## config.mk

```make
export PLATFORM = sky130hd
export DESIGN_NAME = rs_top
export DESIGN_NICKNAME = d
export VERILOG_FILES = /design/src/rs_pkg.sv /design/src/rs_lfsr.sv /design/src/rs_phys_regfile.sv /design/src/rs_read_request.sv /design/src/rs_operand_capture.sv /design/src/rs_station_ctrl.sv /design/src/rs_top.sv
export VERILOG_INCLUDE_DIRS = /design/src /design/src/src
export SDC_FILE = /design/constraint.sdc
export NUM_CORES = 2
export LEC_CHECK = 0
export BUFFER_PORTS_ARGS = -buffer_cell sky130_fd_sc_hd__buf_4
export CAP_MARGIN = 20
export CORE_MARGIN = 2
export CORE_UTILIZATION = 52
export CTS_CLUSTER_DIAMETER = 120
export CTS_CLUSTER_SIZE = 24
export DETAILED_ROUTE_END_ITERATION = 12
export PLACE_DENSITY = 0.69
export SLEW_MARGIN = 20
export SYNTH_ARGS = -nofsm -noshare
export SYNTH_HDL_FRONTEND = slang
export SYNTH_HIERARCHICAL = 1
export SYNTH_SLANG_ARGS = --single-unit
```

## constraint.sdc

```tcl
create_clock -name clk -period 8.8 [get_ports clk]
set_input_delay 1.76 -clock clk [delete_from_list [all_inputs] [get_ports clk]]
set_output_delay 1.76 -clock clk [all_outputs]
set_load 0.02 [all_outputs]
```

## src/rs_defs.svh

```systemverilog
`ifndef RS_DEFS_SVH
`define RS_DEFS_SVH

// Active stations, 1 to 3
`define RS_NSTATION 3
// Physical station slots built in hardware
`define RS_NSLOT 3
// Dispatch lanes presented per cycle
`define RS_NLANE 2

`define RS_VAL_W 32
`define RS_PREG_W 5
`define RS_PREG_N 32
`define RS_OP_W 6
`define RS_FU_W 4
`define RS_ROB_N 16
`define RS_RNDX_W 4
`define RS_LFSR_W 17

`define RS_NOP 6'd0

`endif

```

## src/rs_pkg.sv

```systemverilog
`include "rs_defs.svh"

package rs_pkg;

	// ====================
	// Scalar types
	// ====================

	typedef logic [`RS_VAL_W-1:0] value_t;
	typedef logic [`RS_PREG_W-1:0] preg_t;
	typedef logic [`RS_RNDX_W-1:0] rndx_t;
	typedef logic [`RS_OP_W-1:0] opcode_t;
	typedef logic [`RS_FU_W-1:0] fu_t;

	// ====================
	// Operand word
	// ====================

	// The paired valid bit selects the view.
	// Valid means the word holds the value itself, otherwise
	// the low bits name the physical register still being produced
	typedef union packed {
		value_t val;
		struct packed {
			logic [`RS_VAL_W-`RS_PREG_W-1:0] pad;
			preg_t preg;
		} rv;
	} operand_u;

endpackage

```

## src/rs_lfsr.sv

```systemverilog
`timescale 1ns/1ps
`include "rs_defs.svh"

module rs_lfsr (
	input  logic clk,
	input  logic rst,
	output logic [`RS_LFSR_W-1:0] lfsr_o
);

	// Any nonzero seed works, the all-zero state would lock up
	localparam logic [`RS_LFSR_W-1:0] SEED = `RS_LFSR_W'h1;

	logic feedback;

	// Taps for x^17 + x^14 + 1 give the full 2^17-1 sequence
	assign feedback = lfsr_o[16] ^ lfsr_o[13];

	always_ff @(posedge clk) begin
		if (rst) begin
			lfsr_o <= SEED;
		end else begin
			lfsr_o <= {lfsr_o[`RS_LFSR_W-2:0], feedback};
		end
	end

endmodule

```

## src/rs_phys_regfile.sv

```systemverilog
`timescale 1ns/1ps
`include "rs_defs.svh"

module rs_phys_regfile (
	input  logic clk,
	input  logic rst,
	input  logic wb_v_i,
	input  rs_pkg::preg_t wb_preg_i,
	input  rs_pkg::value_t wb_val_i,
	input  logic alloc_v_i,
	input  rs_pkg::preg_t alloc_dst_i,
	input  logic [1:0] rd_req_i,
	input  rs_pkg::preg_t rd_preg_i [2],
	output rs_pkg::value_t rd_val_o [2],
	output logic [1:0] rd_ok_o
);

	rs_pkg::value_t rf_val [`RS_PREG_N];
	logic [`RS_PREG_N-1:0] rf_ok;

	// ====================
	// Write side
	// ====================

	// Every register starts out valid and zero.
	// Write-back comes last so it wins over a clear on the same register
	always_ff @(posedge clk) begin
		if (rst) begin
			rf_ok <= '1;
			for (int r = 0; r < `RS_PREG_N; r++) begin
				rf_val[r] <= '0;
			end
		end else begin
			if (alloc_v_i) begin
				rf_ok[alloc_dst_i] <= 1'b0;
			end
			if (wb_v_i) begin
				rf_ok[wb_preg_i] <= 1'b1;
				rf_val[wb_preg_i] <= wb_val_i;
			end
		end
	end

	// ====================
	// Read side
	// ====================

	always_comb begin
		for (int k = 0; k < 2; k++) begin
			rd_val_o[k] = rf_val[rd_preg_i[k]];
			rd_ok_o[k] = rd_req_i[k] & rf_ok[rd_preg_i[k]];
		end
	end

	// Rename never hands out a register whose result is arriving now
	a_no_alloc_wb_clash: assert property (@(posedge clk) disable iff (rst)
		!(alloc_v_i && wb_v_i && alloc_dst_i == wb_preg_i));

endmodule

```

## src/rs_read_request.sv

```systemverilog
`timescale 1ns/1ps
`include "rs_defs.svh"

module rs_read_request (
	input  logic [`RS_NSLOT-1:0] st_busy_i,
	input  logic [`RS_NSLOT-1:0] st_a_v_i,
	input  rs_pkg::operand_u st_a_i [`RS_NSLOT],
	input  logic [`RS_NSLOT-1:0] st_b_v_i,
	input  rs_pkg::operand_u st_b_i [`RS_NSLOT],
	output logic [1:0] rd_req_o,
	output rs_pkg::preg_t rd_preg_o [2]
);

	// Stations are walked in order, operand A ahead of B.
	// Only the first two pending operands get a read port this cycle
	always_comb begin
		int k;
		k = 0;
		rd_req_o = '0;
		rd_preg_o[0] = '0;
		rd_preg_o[1] = '0;
		for (int s = 0; s < `RS_NSLOT; s++) begin
			if (st_busy_i[s] && !st_a_v_i[s] && k < 2) begin
				rd_req_o[k] = 1'b1;
				rd_preg_o[k] = st_a_i[s].rv.preg;
				k = k + 1;
			end
			if (st_busy_i[s] && !st_b_v_i[s] && k < 2) begin
				rd_req_o[k] = 1'b1;
				rd_preg_o[k] = st_b_i[s].rv.preg;
				k = k + 1;
			end
		end
	end

endmodule

```

## src/rs_operand_capture.sv

```systemverilog
`timescale 1ns/1ps
`include "rs_defs.svh"

module rs_operand_capture (
	input  logic [`RS_NSLOT-1:0] st_busy_i,
	input  logic [`RS_NSLOT-1:0] st_v_i,
	input  rs_pkg::operand_u st_opnd_i [`RS_NSLOT],
	input  logic wb_v_i,
	input  rs_pkg::preg_t wb_preg_i,
	input  rs_pkg::value_t wb_val_i,
	input  logic [1:0] rd_ok_i,
	input  rs_pkg::preg_t rd_preg_i [2],
	input  rs_pkg::value_t rd_val_i [2],
	output logic [`RS_NSLOT-1:0] hit_o,
	output rs_pkg::value_t hit_val_o [`RS_NSLOT]
);

	// ====================
	// Match per station
	// ====================

	// A pending slot carries a register number in its low bits.
	// The write-back bus is checked first since the register file
	// only sees that value after this edge
	always_comb begin
		rs_pkg::preg_t want;
		logic pending;
		for (int s = 0; s < `RS_NSLOT; s++) begin
			want = st_opnd_i[s].rv.preg;
			pending = st_busy_i[s] & ~st_v_i[s];
			hit_o[s] = 1'b0;
			hit_val_o[s] = wb_val_i;
			if (pending) begin
				if (wb_v_i && wb_preg_i == want) begin
					hit_o[s] = 1'b1;
					hit_val_o[s] = wb_val_i;
				end else if (rd_ok_i[0] && rd_preg_i[0] == want) begin
					hit_o[s] = 1'b1;
					hit_val_o[s] = rd_val_i[0];
				end else if (rd_ok_i[1] && rd_preg_i[1] == want) begin
					hit_o[s] = 1'b1;
					hit_val_o[s] = rd_val_i[1];
				end
			end
		end
	end

endmodule

```

## src/rs_station_ctrl.sv

```systemverilog
`timescale 1ns/1ps
`include "rs_defs.svh"

module rs_station_ctrl #(
	parameter rs_pkg::fu_t FUNCUNIT = 4'd0
) (
	input  logic clk,
	input  logic rst,
	input  logic available_i,
	input  logic [`RS_NLANE-1:0] disp_v_i,
	input  rs_pkg::fu_t disp_fu_i [`RS_NLANE],
	input  rs_pkg::opcode_t disp_op_i [`RS_NLANE],
	input  rs_pkg::rndx_t disp_rndx_i [`RS_NLANE],
	input  rs_pkg::preg_t disp_dst_i [`RS_NLANE],
	input  rs_pkg::operand_u disp_a_i [`RS_NLANE],
	input  logic [`RS_NLANE-1:0] disp_a_v_i,
	input  rs_pkg::operand_u disp_b_i [`RS_NLANE],
	input  logic [`RS_NLANE-1:0] disp_b_v_i,
	input  logic stall_i,
	input  logic [`RS_ROB_N-1:0] stomp_i,
	input  logic [`RS_NSLOT-1:0] hit_a_i,
	input  rs_pkg::value_t hit_a_val_i [`RS_NSLOT],
	input  logic [`RS_NSLOT-1:0] hit_b_i,
	input  rs_pkg::value_t hit_b_val_i [`RS_NSLOT],
	input  logic [`RS_LFSR_W-1:0] lfsr_i,
	output logic busy_o,
	output logic alloc_v_o,
	output rs_pkg::preg_t alloc_dst_o,
	output logic [`RS_NSLOT-1:0] st_busy_o,
	output logic [`RS_NSLOT-1:0] st_a_v_o,
	output rs_pkg::operand_u st_a_o [`RS_NSLOT],
	output logic [`RS_NSLOT-1:0] st_b_v_o,
	output rs_pkg::operand_u st_b_o [`RS_NSLOT],
	output logic issue_o,
	output rs_pkg::opcode_t iss_op_o,
	output rs_pkg::rndx_t iss_rndx_o,
	output rs_pkg::preg_t iss_dst_o,
	output rs_pkg::value_t iss_a_o,
	output rs_pkg::value_t iss_b_o
);

	// Slots at or above RS_NSTATION exist but are parked
	localparam logic [`RS_NSLOT-1:0] ACTIVE = `RS_NSLOT'((1 << `RS_NSTATION) - 1);

	logic [`RS_NSLOT-1:0] st_rdy;
	rs_pkg::opcode_t st_op [`RS_NSLOT];
	rs_pkg::rndx_t st_rndx [`RS_NSLOT];
	rs_pkg::preg_t st_dst [`RS_NSLOT];

	logic [`RS_NLANE-1:0] lane_hit;
	logic sel;
	logic accept;
	logic [`RS_NSLOT-1:0] load;
	logic pick_v;
	logic [1:0] pick;
	logic pick_stomp;
	logic stall_q;
	logic fire;

	// ====================
	// Dispatch
	// ====================

	always_comb begin
		for (int l = 0; l < `RS_NLANE; l++) begin
			lane_hit[l] = disp_v_i[l] && disp_fu_i[l] == FUNCUNIT;
		end
	end

	// Lane 0 has priority
	assign sel = ~lane_hit[0];
	assign busy_o = &(st_busy_o | ~ACTIVE);
	assign accept = available_i & (|lane_hit) & ~busy_o;
	assign alloc_v_o = accept;
	assign alloc_dst_o = disp_dst_i[sel];

	// Lowest free active slot takes the new entry
	always_comb begin
		load = '0;
		for (int s = 0; s < `RS_NSLOT; s++) begin
			if (accept && ACTIVE[s] && !st_busy_o[s] && load == '0)
				load[s] = 1'b1;
		end
	end

	// ====================
	// Issue select
	// ====================

	// One ready entry wins; ties go to the LFSR
	always_comb begin
		pick_v = 1'b1;
		pick = 2'd0;
		casez (st_rdy)
			3'b000: pick_v = 1'b0;
			3'b001: pick = 2'd0;
			3'b010: pick = 2'd1;
			3'b100: pick = 2'd2;
			3'b011: pick = lfsr_i[0] ? 2'd1 : 2'd0;
			3'b101: pick = lfsr_i[0] ? 2'd2 : 2'd0;
			3'b110: pick = lfsr_i[0] ? 2'd2 : 2'd1;
			default: begin
				if (lfsr_i[3:0] < 4'd5)
					pick = 2'd0;
				else if (lfsr_i[3:0] < 4'd10)
					pick = 2'd1;
				else
					pick = 2'd2;
			end
		endcase
	end

	assign pick_stomp = stomp_i[st_rndx[pick]];
	// The first cycle after a stall drops is left empty
	assign fire = pick_v & ~stall_i & ~stall_q;

	// ====================
	// Station control state
	// ====================

	always_ff @(posedge clk) begin
		if (rst) begin
			st_busy_o <= '0;
			st_rdy <= '0;
			st_a_v_o <= '0;
			st_b_v_o <= '0;
			stall_q <= 1'b0;
			issue_o <= 1'b0;
		end else begin
			issue_o <= 1'b0;
			stall_q <= stall_i;
			for (int s = 0; s < `RS_NSLOT; s++) begin
				// Ready lags the operand valids by one edge
				st_rdy[s] <= st_busy_o[s] & st_a_v_o[s] & st_b_v_o[s];
				if (hit_a_i[s])
					st_a_v_o[s] <= 1'b1;
				if (hit_b_i[s])
					st_b_v_o[s] <= 1'b1;
				if (load[s]) begin
					st_busy_o[s] <= 1'b1;
					st_rdy[s] <= disp_a_v_i[sel] & disp_b_v_i[sel];
					st_a_v_o[s] <= disp_a_v_i[sel];
					st_b_v_o[s] <= disp_b_v_i[sel];
				end
			end
			// A stomped pick is simply dropped here
			if (fire) begin
				issue_o <= ~pick_stomp;
				st_busy_o[pick] <= 1'b0;
				st_rdy[pick] <= 1'b0;
			end
			for (int s = 0; s < `RS_NSLOT; s++) begin
				if (!ACTIVE[s]) begin
					st_busy_o[s] <= 1'b1;
					st_rdy[s] <= 1'b0;
					st_a_v_o[s] <= 1'b1;
					st_b_v_o[s] <= 1'b1;
				end
			end
		end
	end

	// ====================
	// Station payload
	// ====================

	always_ff @(posedge clk) begin
		for (int s = 0; s < `RS_NSLOT; s++) begin
			if (hit_a_i[s])
				st_a_o[s].val <= hit_a_val_i[s];
			if (hit_b_i[s])
				st_b_o[s].val <= hit_b_val_i[s];
			if (load[s]) begin
				st_a_o[s] <= disp_a_i[sel];
				st_b_o[s] <= disp_b_i[sel];
				st_op[s] <= disp_op_i[sel];
				st_rndx[s] <= disp_rndx_i[sel];
				st_dst[s] <= disp_dst_i[sel];
			end
		end
		if (fire) begin
			iss_op_o <= pick_stomp ? `RS_NOP : st_op[pick];
			iss_rndx_o <= st_rndx[pick];
			iss_dst_o <= st_dst[pick];
			iss_a_o <= st_a_o[pick].val;
			iss_b_o <= st_b_o[pick].val;
		end
	end

	// The cycle after a stall drops never carries an issue
	a_no_issue_after_stall: assert property (@(posedge clk) disable iff (rst)
		$past(stall_i) |=> !issue_o);

	// A ready station always holds both operands
	a_rdy_has_operands: assert property (@(posedge clk) disable iff (rst)
		(st_rdy & ~(st_busy_o & st_a_v_o & st_b_v_o)) == '0);

endmodule

```

## src/rs_top.sv

```systemverilog
`timescale 1ns/1ps
`include "rs_defs.svh"

module rs_top #(
	parameter rs_pkg::fu_t FUNCUNIT = 4'd0
) (
	input  logic clk,
	input  logic rst,
	input  logic available_i,
	input  logic [`RS_NLANE-1:0] disp_v_i,
	input  rs_pkg::fu_t disp_fu_i [`RS_NLANE],
	input  rs_pkg::opcode_t disp_op_i [`RS_NLANE],
	input  rs_pkg::rndx_t disp_rndx_i [`RS_NLANE],
	input  rs_pkg::preg_t disp_dst_i [`RS_NLANE],
	input  rs_pkg::operand_u disp_a_i [`RS_NLANE],
	input  logic [`RS_NLANE-1:0] disp_a_v_i,
	input  rs_pkg::operand_u disp_b_i [`RS_NLANE],
	input  logic [`RS_NLANE-1:0] disp_b_v_i,
	input  logic wb_v_i,
	input  rs_pkg::preg_t wb_preg_i,
	input  rs_pkg::value_t wb_val_i,
	input  logic stall_i,
	input  logic [`RS_ROB_N-1:0] stomp_i,
	output logic busy_o,
	output logic issue_o,
	output rs_pkg::opcode_t iss_op_o,
	output rs_pkg::rndx_t iss_rndx_o,
	output rs_pkg::preg_t iss_dst_o,
	output rs_pkg::value_t iss_a_o,
	output rs_pkg::value_t iss_b_o
);

	logic [`RS_NSLOT-1:0] st_busy;
	logic [`RS_NSLOT-1:0] st_a_v;
	logic [`RS_NSLOT-1:0] st_b_v;
	rs_pkg::operand_u st_a [`RS_NSLOT];
	rs_pkg::operand_u st_b [`RS_NSLOT];
	logic [`RS_NSLOT-1:0] hit_a;
	logic [`RS_NSLOT-1:0] hit_b;
	rs_pkg::value_t hit_a_val [`RS_NSLOT];
	rs_pkg::value_t hit_b_val [`RS_NSLOT];
	logic [1:0] rd_req;
	logic [1:0] rd_ok;
	rs_pkg::preg_t rd_preg [2];
	rs_pkg::value_t rd_val [2];
	logic alloc_v;
	rs_pkg::preg_t alloc_dst;
	logic [`RS_LFSR_W-1:0] lfsr;

	rs_station_ctrl #(
		.FUNCUNIT(FUNCUNIT)
	) u_ctrl (
		.clk(clk), .rst(rst), .available_i(available_i),
		.disp_v_i(disp_v_i), .disp_fu_i(disp_fu_i), .disp_op_i(disp_op_i),
		.disp_rndx_i(disp_rndx_i), .disp_dst_i(disp_dst_i),
		.disp_a_i(disp_a_i), .disp_a_v_i(disp_a_v_i),
		.disp_b_i(disp_b_i), .disp_b_v_i(disp_b_v_i),
		.stall_i(stall_i), .stomp_i(stomp_i),
		.hit_a_i(hit_a), .hit_a_val_i(hit_a_val),
		.hit_b_i(hit_b), .hit_b_val_i(hit_b_val),
		.lfsr_i(lfsr), .busy_o(busy_o),
		.alloc_v_o(alloc_v), .alloc_dst_o(alloc_dst),
		.st_busy_o(st_busy), .st_a_v_o(st_a_v), .st_a_o(st_a),
		.st_b_v_o(st_b_v), .st_b_o(st_b),
		.issue_o(issue_o), .iss_op_o(iss_op_o), .iss_rndx_o(iss_rndx_o),
		.iss_dst_o(iss_dst_o), .iss_a_o(iss_a_o), .iss_b_o(iss_b_o)
	);

	rs_phys_regfile u_regfile (
		.clk(clk), .rst(rst),
		.wb_v_i(wb_v_i), .wb_preg_i(wb_preg_i), .wb_val_i(wb_val_i),
		.alloc_v_i(alloc_v), .alloc_dst_i(alloc_dst),
		.rd_req_i(rd_req), .rd_preg_i(rd_preg),
		.rd_val_o(rd_val), .rd_ok_o(rd_ok)
	);

	rs_read_request u_rdreq (
		.st_busy_i(st_busy),
		.st_a_v_i(st_a_v), .st_a_i(st_a),
		.st_b_v_i(st_b_v), .st_b_i(st_b),
		.rd_req_o(rd_req), .rd_preg_o(rd_preg)
	);

	rs_lfsr u_lfsr (
		.clk(clk), .rst(rst), .lfsr_o(lfsr)
	);

	// Same capture logic serves both source slots
	rs_operand_capture u_cap_a (
		.st_busy_i(st_busy), .st_v_i(st_a_v), .st_opnd_i(st_a),
		.wb_v_i(wb_v_i), .wb_preg_i(wb_preg_i), .wb_val_i(wb_val_i),
		.rd_ok_i(rd_ok), .rd_preg_i(rd_preg), .rd_val_i(rd_val),
		.hit_o(hit_a), .hit_val_o(hit_a_val)
	);

	rs_operand_capture u_cap_b (
		.st_busy_i(st_busy), .st_v_i(st_b_v), .st_opnd_i(st_b),
		.wb_v_i(wb_v_i), .wb_preg_i(wb_preg_i), .wb_val_i(wb_val_i),
		.rd_ok_i(rd_ok), .rd_preg_i(rd_preg), .rd_val_i(rd_val),
		.hit_o(hit_b), .hit_val_o(hit_b_val)
	);

endmodule

```

==> impl_results.md <==
* Hpwl dp at around 140 mm
* Post-CTS Setup Repair Bufs at 0
* Synth Net Count at approximately 5600
* Hold Path End: u_lfsr/lfsr_o[12]
* Post-synth cell types at 77
* Hold Crit Class: register to register
* Initial DRC count at approximately 7300
* Clock buffer count from CTS at 68
* Largest net degree at the start of global routing at between 100 and 150
* CTS sink cnt at 1403
* GRT Resource Usage Total at 31.75%
* Synth Area in Adders at 0.03195%
* Synth Register Bits at 1403
* Vias in the first global route at 48850
* Port Buffers at 310
* Peak supply drop at between 100 and 150 uV
* Filler cells at 11800
* Fin crit period at ~7.4 ns
* Hold_sp: u_lfsr/lfsr_o[11]
* P_int at 0.009613 W
* # IOs at 311
* WL/cell at ~33 um
* Clock Power Share at around 29%
* Post-route ant nets at 0
* Endpoints failing setup at 0
* NetSw at 0.002977 W
* Via/cell ratio at 6.741
* Fin. Hold Viols at 0
* Max-slew headroom at 23.59%
* Max incr delay on CP at 0.90 ns
* DIE WIDTH at approximately 400 um
* Cts hold-fix bufs at 0
* Critical Path Start: u_ctrl/st_busy_o[0]
* R2r worst-path depth at 19
* Worst R2R End: u_ctrl/st_b_o[20]
* Global-route wire length before repair at around 350 mm
* Mean Syn Cell Area at 14.56 um^2
* Die height at 392.1 um
* CP Class: register to register
* Worst-path fanout max at ~120
* Synth Area in XOR/XNOR at under 10%
* Area of the multi-input gates at 34830 um^2
* Crit. End Element: register
* Arr. time, crit path at between 7 and 8 ns
* Final Net Count at 5620
* Worst skew pair latency at 0.73 ns
* WL final at 245.6 mm
* Status: completed
* CP Launch Type: register
* Die Area at 153700 um^2
* Switching share of power at 23.64%
* Required @ worst endpoint at around 9.3 ns
* Mux cell area share after synthesis at 26.45%
* Post-synthesis sequential area ratio at approximately 53%
* Row cnt at 142
* Critical-path cell list: nand2b_1 -> ha_1 -> inv_1 -> mux2i_1 -> o221ai_1 -> ha_1 -> nor2_1 -> nand2_1 -> a211o_1 -> mux2_8 -> buf_12 -> buf_4 -> mux4_2 -> mux4_2 -> mux2_2 -> mux2_2 -> mux2_4 -> nand2_1 -> o21ai_0
* Max-cap viol count at 0
* Ys Warns at 6
* Total Power at 0.01259 W
* Top FF cell, synth: edfxtp_1
* Max Buffers Root-to-Sink at 3
* Hold WS at 0.4434 ns
* Tcrit/Tclk final at a little over four fifths
* Share of layout cells above drive strength 1 at 30.21%
* Power per cell area at 149.3 nW/um^2
* Total gr overflow at 0
* Least-Margin Pin Slew at 1.146 ns
* Gpl congestion at 0.9051
* Initial antenna violation count at 15
* Placed cell count at 7334
* Comb pwr share at approximately a tenth
* Clock root buffer: clkbuf_16
* Cell area after synthesis at 78320 um^2
* Register Area at 41500 um^2
* Slew Viols, Final at 0
* 1st-pass router iterations at 7
* Area delta synth->final at 7.662%
* Largest family of logic cells by synthesized area: multiplexers
* Routed via count at ~50000
* Post_cts resized at 0
* Clock-pin slew on the worst setup and hold paths at 0.11 ns
* Leakage power at 28.74 nW
* H-Tree Depth at 3
* Fmax at 0.1347 GHz
* Unrepaired setup endpoints after global routing: no
* Synth Area in Compound Gates at 3.881%
* Finished Layout Cells at 7435
* Ys async rst share at 0%
* Slowest CP cell: dfxtp_1
* Reg power frac at 61.1%
* Setup Skew at 0.02761 ns
* DR DRC count at 0
* Core footprint at 149800 um^2
* Post-synth EDFFs at about 1300
* Synth Area in Simple Gates at 12.65%
* Initial Util at 52.29%
* Reg2reg setup slack at 1.37 ns
* R2r startpoint: u_ctrl/st_busy_o[0]
* CTS tree: yes
* TNS Setup at 0 ns
* Cells after synthesis at 5379
* Hold Path Stages at 1
## Yosys cell counts (63+ instances only)
| master | count | area share, % |
|---|---|---|
| edfxtp_1 | 1340 | 51 |
| and2_1 | 1030 | 8.2 |
| mux4_2 | 654 | 19 |
| clkbuf_1 | 342 | 1.6 |
| nand2_1 | 261 | 1.3 |
| mux2_2 | 223 | 3.2 |
| nor2_1 | 175 | 0.84 |
| mux2i_1 | 149 | 1.9 |
| a21oi_1 | 141 | 0.90 |
| mux2_4 | 126 | 2.4 |
| o21ai_0 | 97 | 0.62 |
| and3_1 | 78 | 0.62 |
| buf_2 | 74 | 0.47 |
| xor2_1 | 72 | 0.81 |
| a22oi_1 | 70 | 0.67 |
| o2bb2ai_1 | 69 | 0.77 |
| dfxtp_1 | 63 | 1.6 |
## routing by layer
metal / GRT usage, % / part of all wire, % / vias up
met1: 44.02 / 38 / 25690
met3: 6.247 / 12 / 520
met5: 0 / 0.0090 / -
met4: 10.01 / 3.2 / 4
met2: 50.81 / 47 / 3437
li1: - / - / 20470
## worst max-delay path, delay by kind of cell (launching register included)
kind	cells	cell delay, ns
flops	1	0.90
buf+inv	3	1.61
compound gates	3	0.64
mux	7	2.74
simple gates	4	0.42
fa+ha+maj	2	0.70
## worst max-delay path by stage
stage	end	slack [ns]	depth (start not counted)
final	u_ctrl/st_b_o[20]	1.37	19
after CTS	u_ctrl/st_a_o[20]	1.50	19
after global routing	u_ctrl/st_b_o[20]	1.09	20
after floorplan	u_ctrl/st_busy_o[0]	0.52	2
after global placement	u_ctrl/st_b_o[17]	1.59	19
after detailed placement	u_ctrl/st_b_o[20]	1.51	19
## metrics by stage
step / setup WS (ns) / area, um^2 / util [%]
6_report: 1.374 / 84320 / 56.29
5_1_grt: 1.094 / 84300 / 56.28
4_1_cts: 1.500 / 84300 / 56.28
3_5_place_dp: 1.507 / 82380 / 55.00
3_3_place_gp: 1.594 / 82380 / 55.00
2_1_floorplan: 0.5162 / 78320 / -
## cell usage in the layout, fill, tap and decap left out, drive strengths merged, types with 3 or more instances in the layout
master   instances
edfxtp        1340
and2          1030
mux4           654
buf            440
mux2           357
nand2          262
nor2           176
mux2i          149
a21oi          141
o21ai           98
clkbuf          86
and3            78
xor2            72
a22oi           70
o2bb2ai         69
dfxtp           63
nand2b          43
or2             37
inv             26
nor2b           22
xnor2           21
nand3           21
nor4            21
nor3            14
nand3b          13
a211oi          13
nor3b           10
a21o             9
diode            7
o22ai            7
and2b            5
a222oi           5
o2111ai          5
or3b             4
a211o            4
a32oi            3
nand4            3
nand4bb          3
clkinv           3
## power groups by stage
| stage | combinational (W) | sequential (W) | clock, W |
|---|---|---|---|
| 2_1_floorplan | 0.000730 | 0.00779 | 0 |
| 3_3_place_gp | 0.00119 | 0.00782 | 0 |
| 3_5_place_dp | 0.00120 | 0.00784 | 0 |
| 4_1_cts | 0.00121 | 0.00769 | 0.00370 |
| 5_1_grt | 0.00128 | 0.00773 | 0.00390 |
| 6_report | 0.00123 | 0.00770 | 0.00366 |
## sequential cells by signal, summed over array words and instances, names as in the netlist
name,cells
u_ctrl/iss_dst_o,5
u_ctrl/st_rndx,12
u_ctrl/st_a_v_o,3
u_ctrl/iss_b_o,32
u_ctrl/st_dst,15
u_ctrl/st_b_v_o,3
u_regfile/rf_ok,32
u_ctrl/st_rdy,3
u_ctrl/st_busy_o,3
u_ctrl/st_op,18
u_ctrl/stall_q,1
u_ctrl/st_b_o,96
u_ctrl/iss_a_o,32
u_regfile/rf_val,1024
u_ctrl/iss_op_o,6
u_ctrl/iss_rndx_o,4
u_ctrl/issue_o,1
u_lfsr/lfsr_o,17
u_ctrl/st_a_o,96
## final cells by class
cell class | count | share of cell area (%)
Clock buffer | 86 | 2.161
Inverter | 23 | 0.1024
Multi-Input combinational cell | 3452 | 41.31
Tap cell | 2016 | 2.992
Antenna cell | 7 | 0.02078
Timing Repair Buffer | 440 | 4.081
Clock inverter | 8 | 0.1098
Sequential cell | 1403 | 49.22
## kinds of logic (layout without fill, tap and decap cells)
kind of cell,count (synthesis),count (layout)
simple gates,1749,1749
flops,1403,1403
mux,1160,1160
buf+inv,524,557
compound gates,448,448
xor+xnor,93,93
fa+ha+maj,2,2
other cells,0,7
No activity file was read; power rests on OpenSTA's default activity.
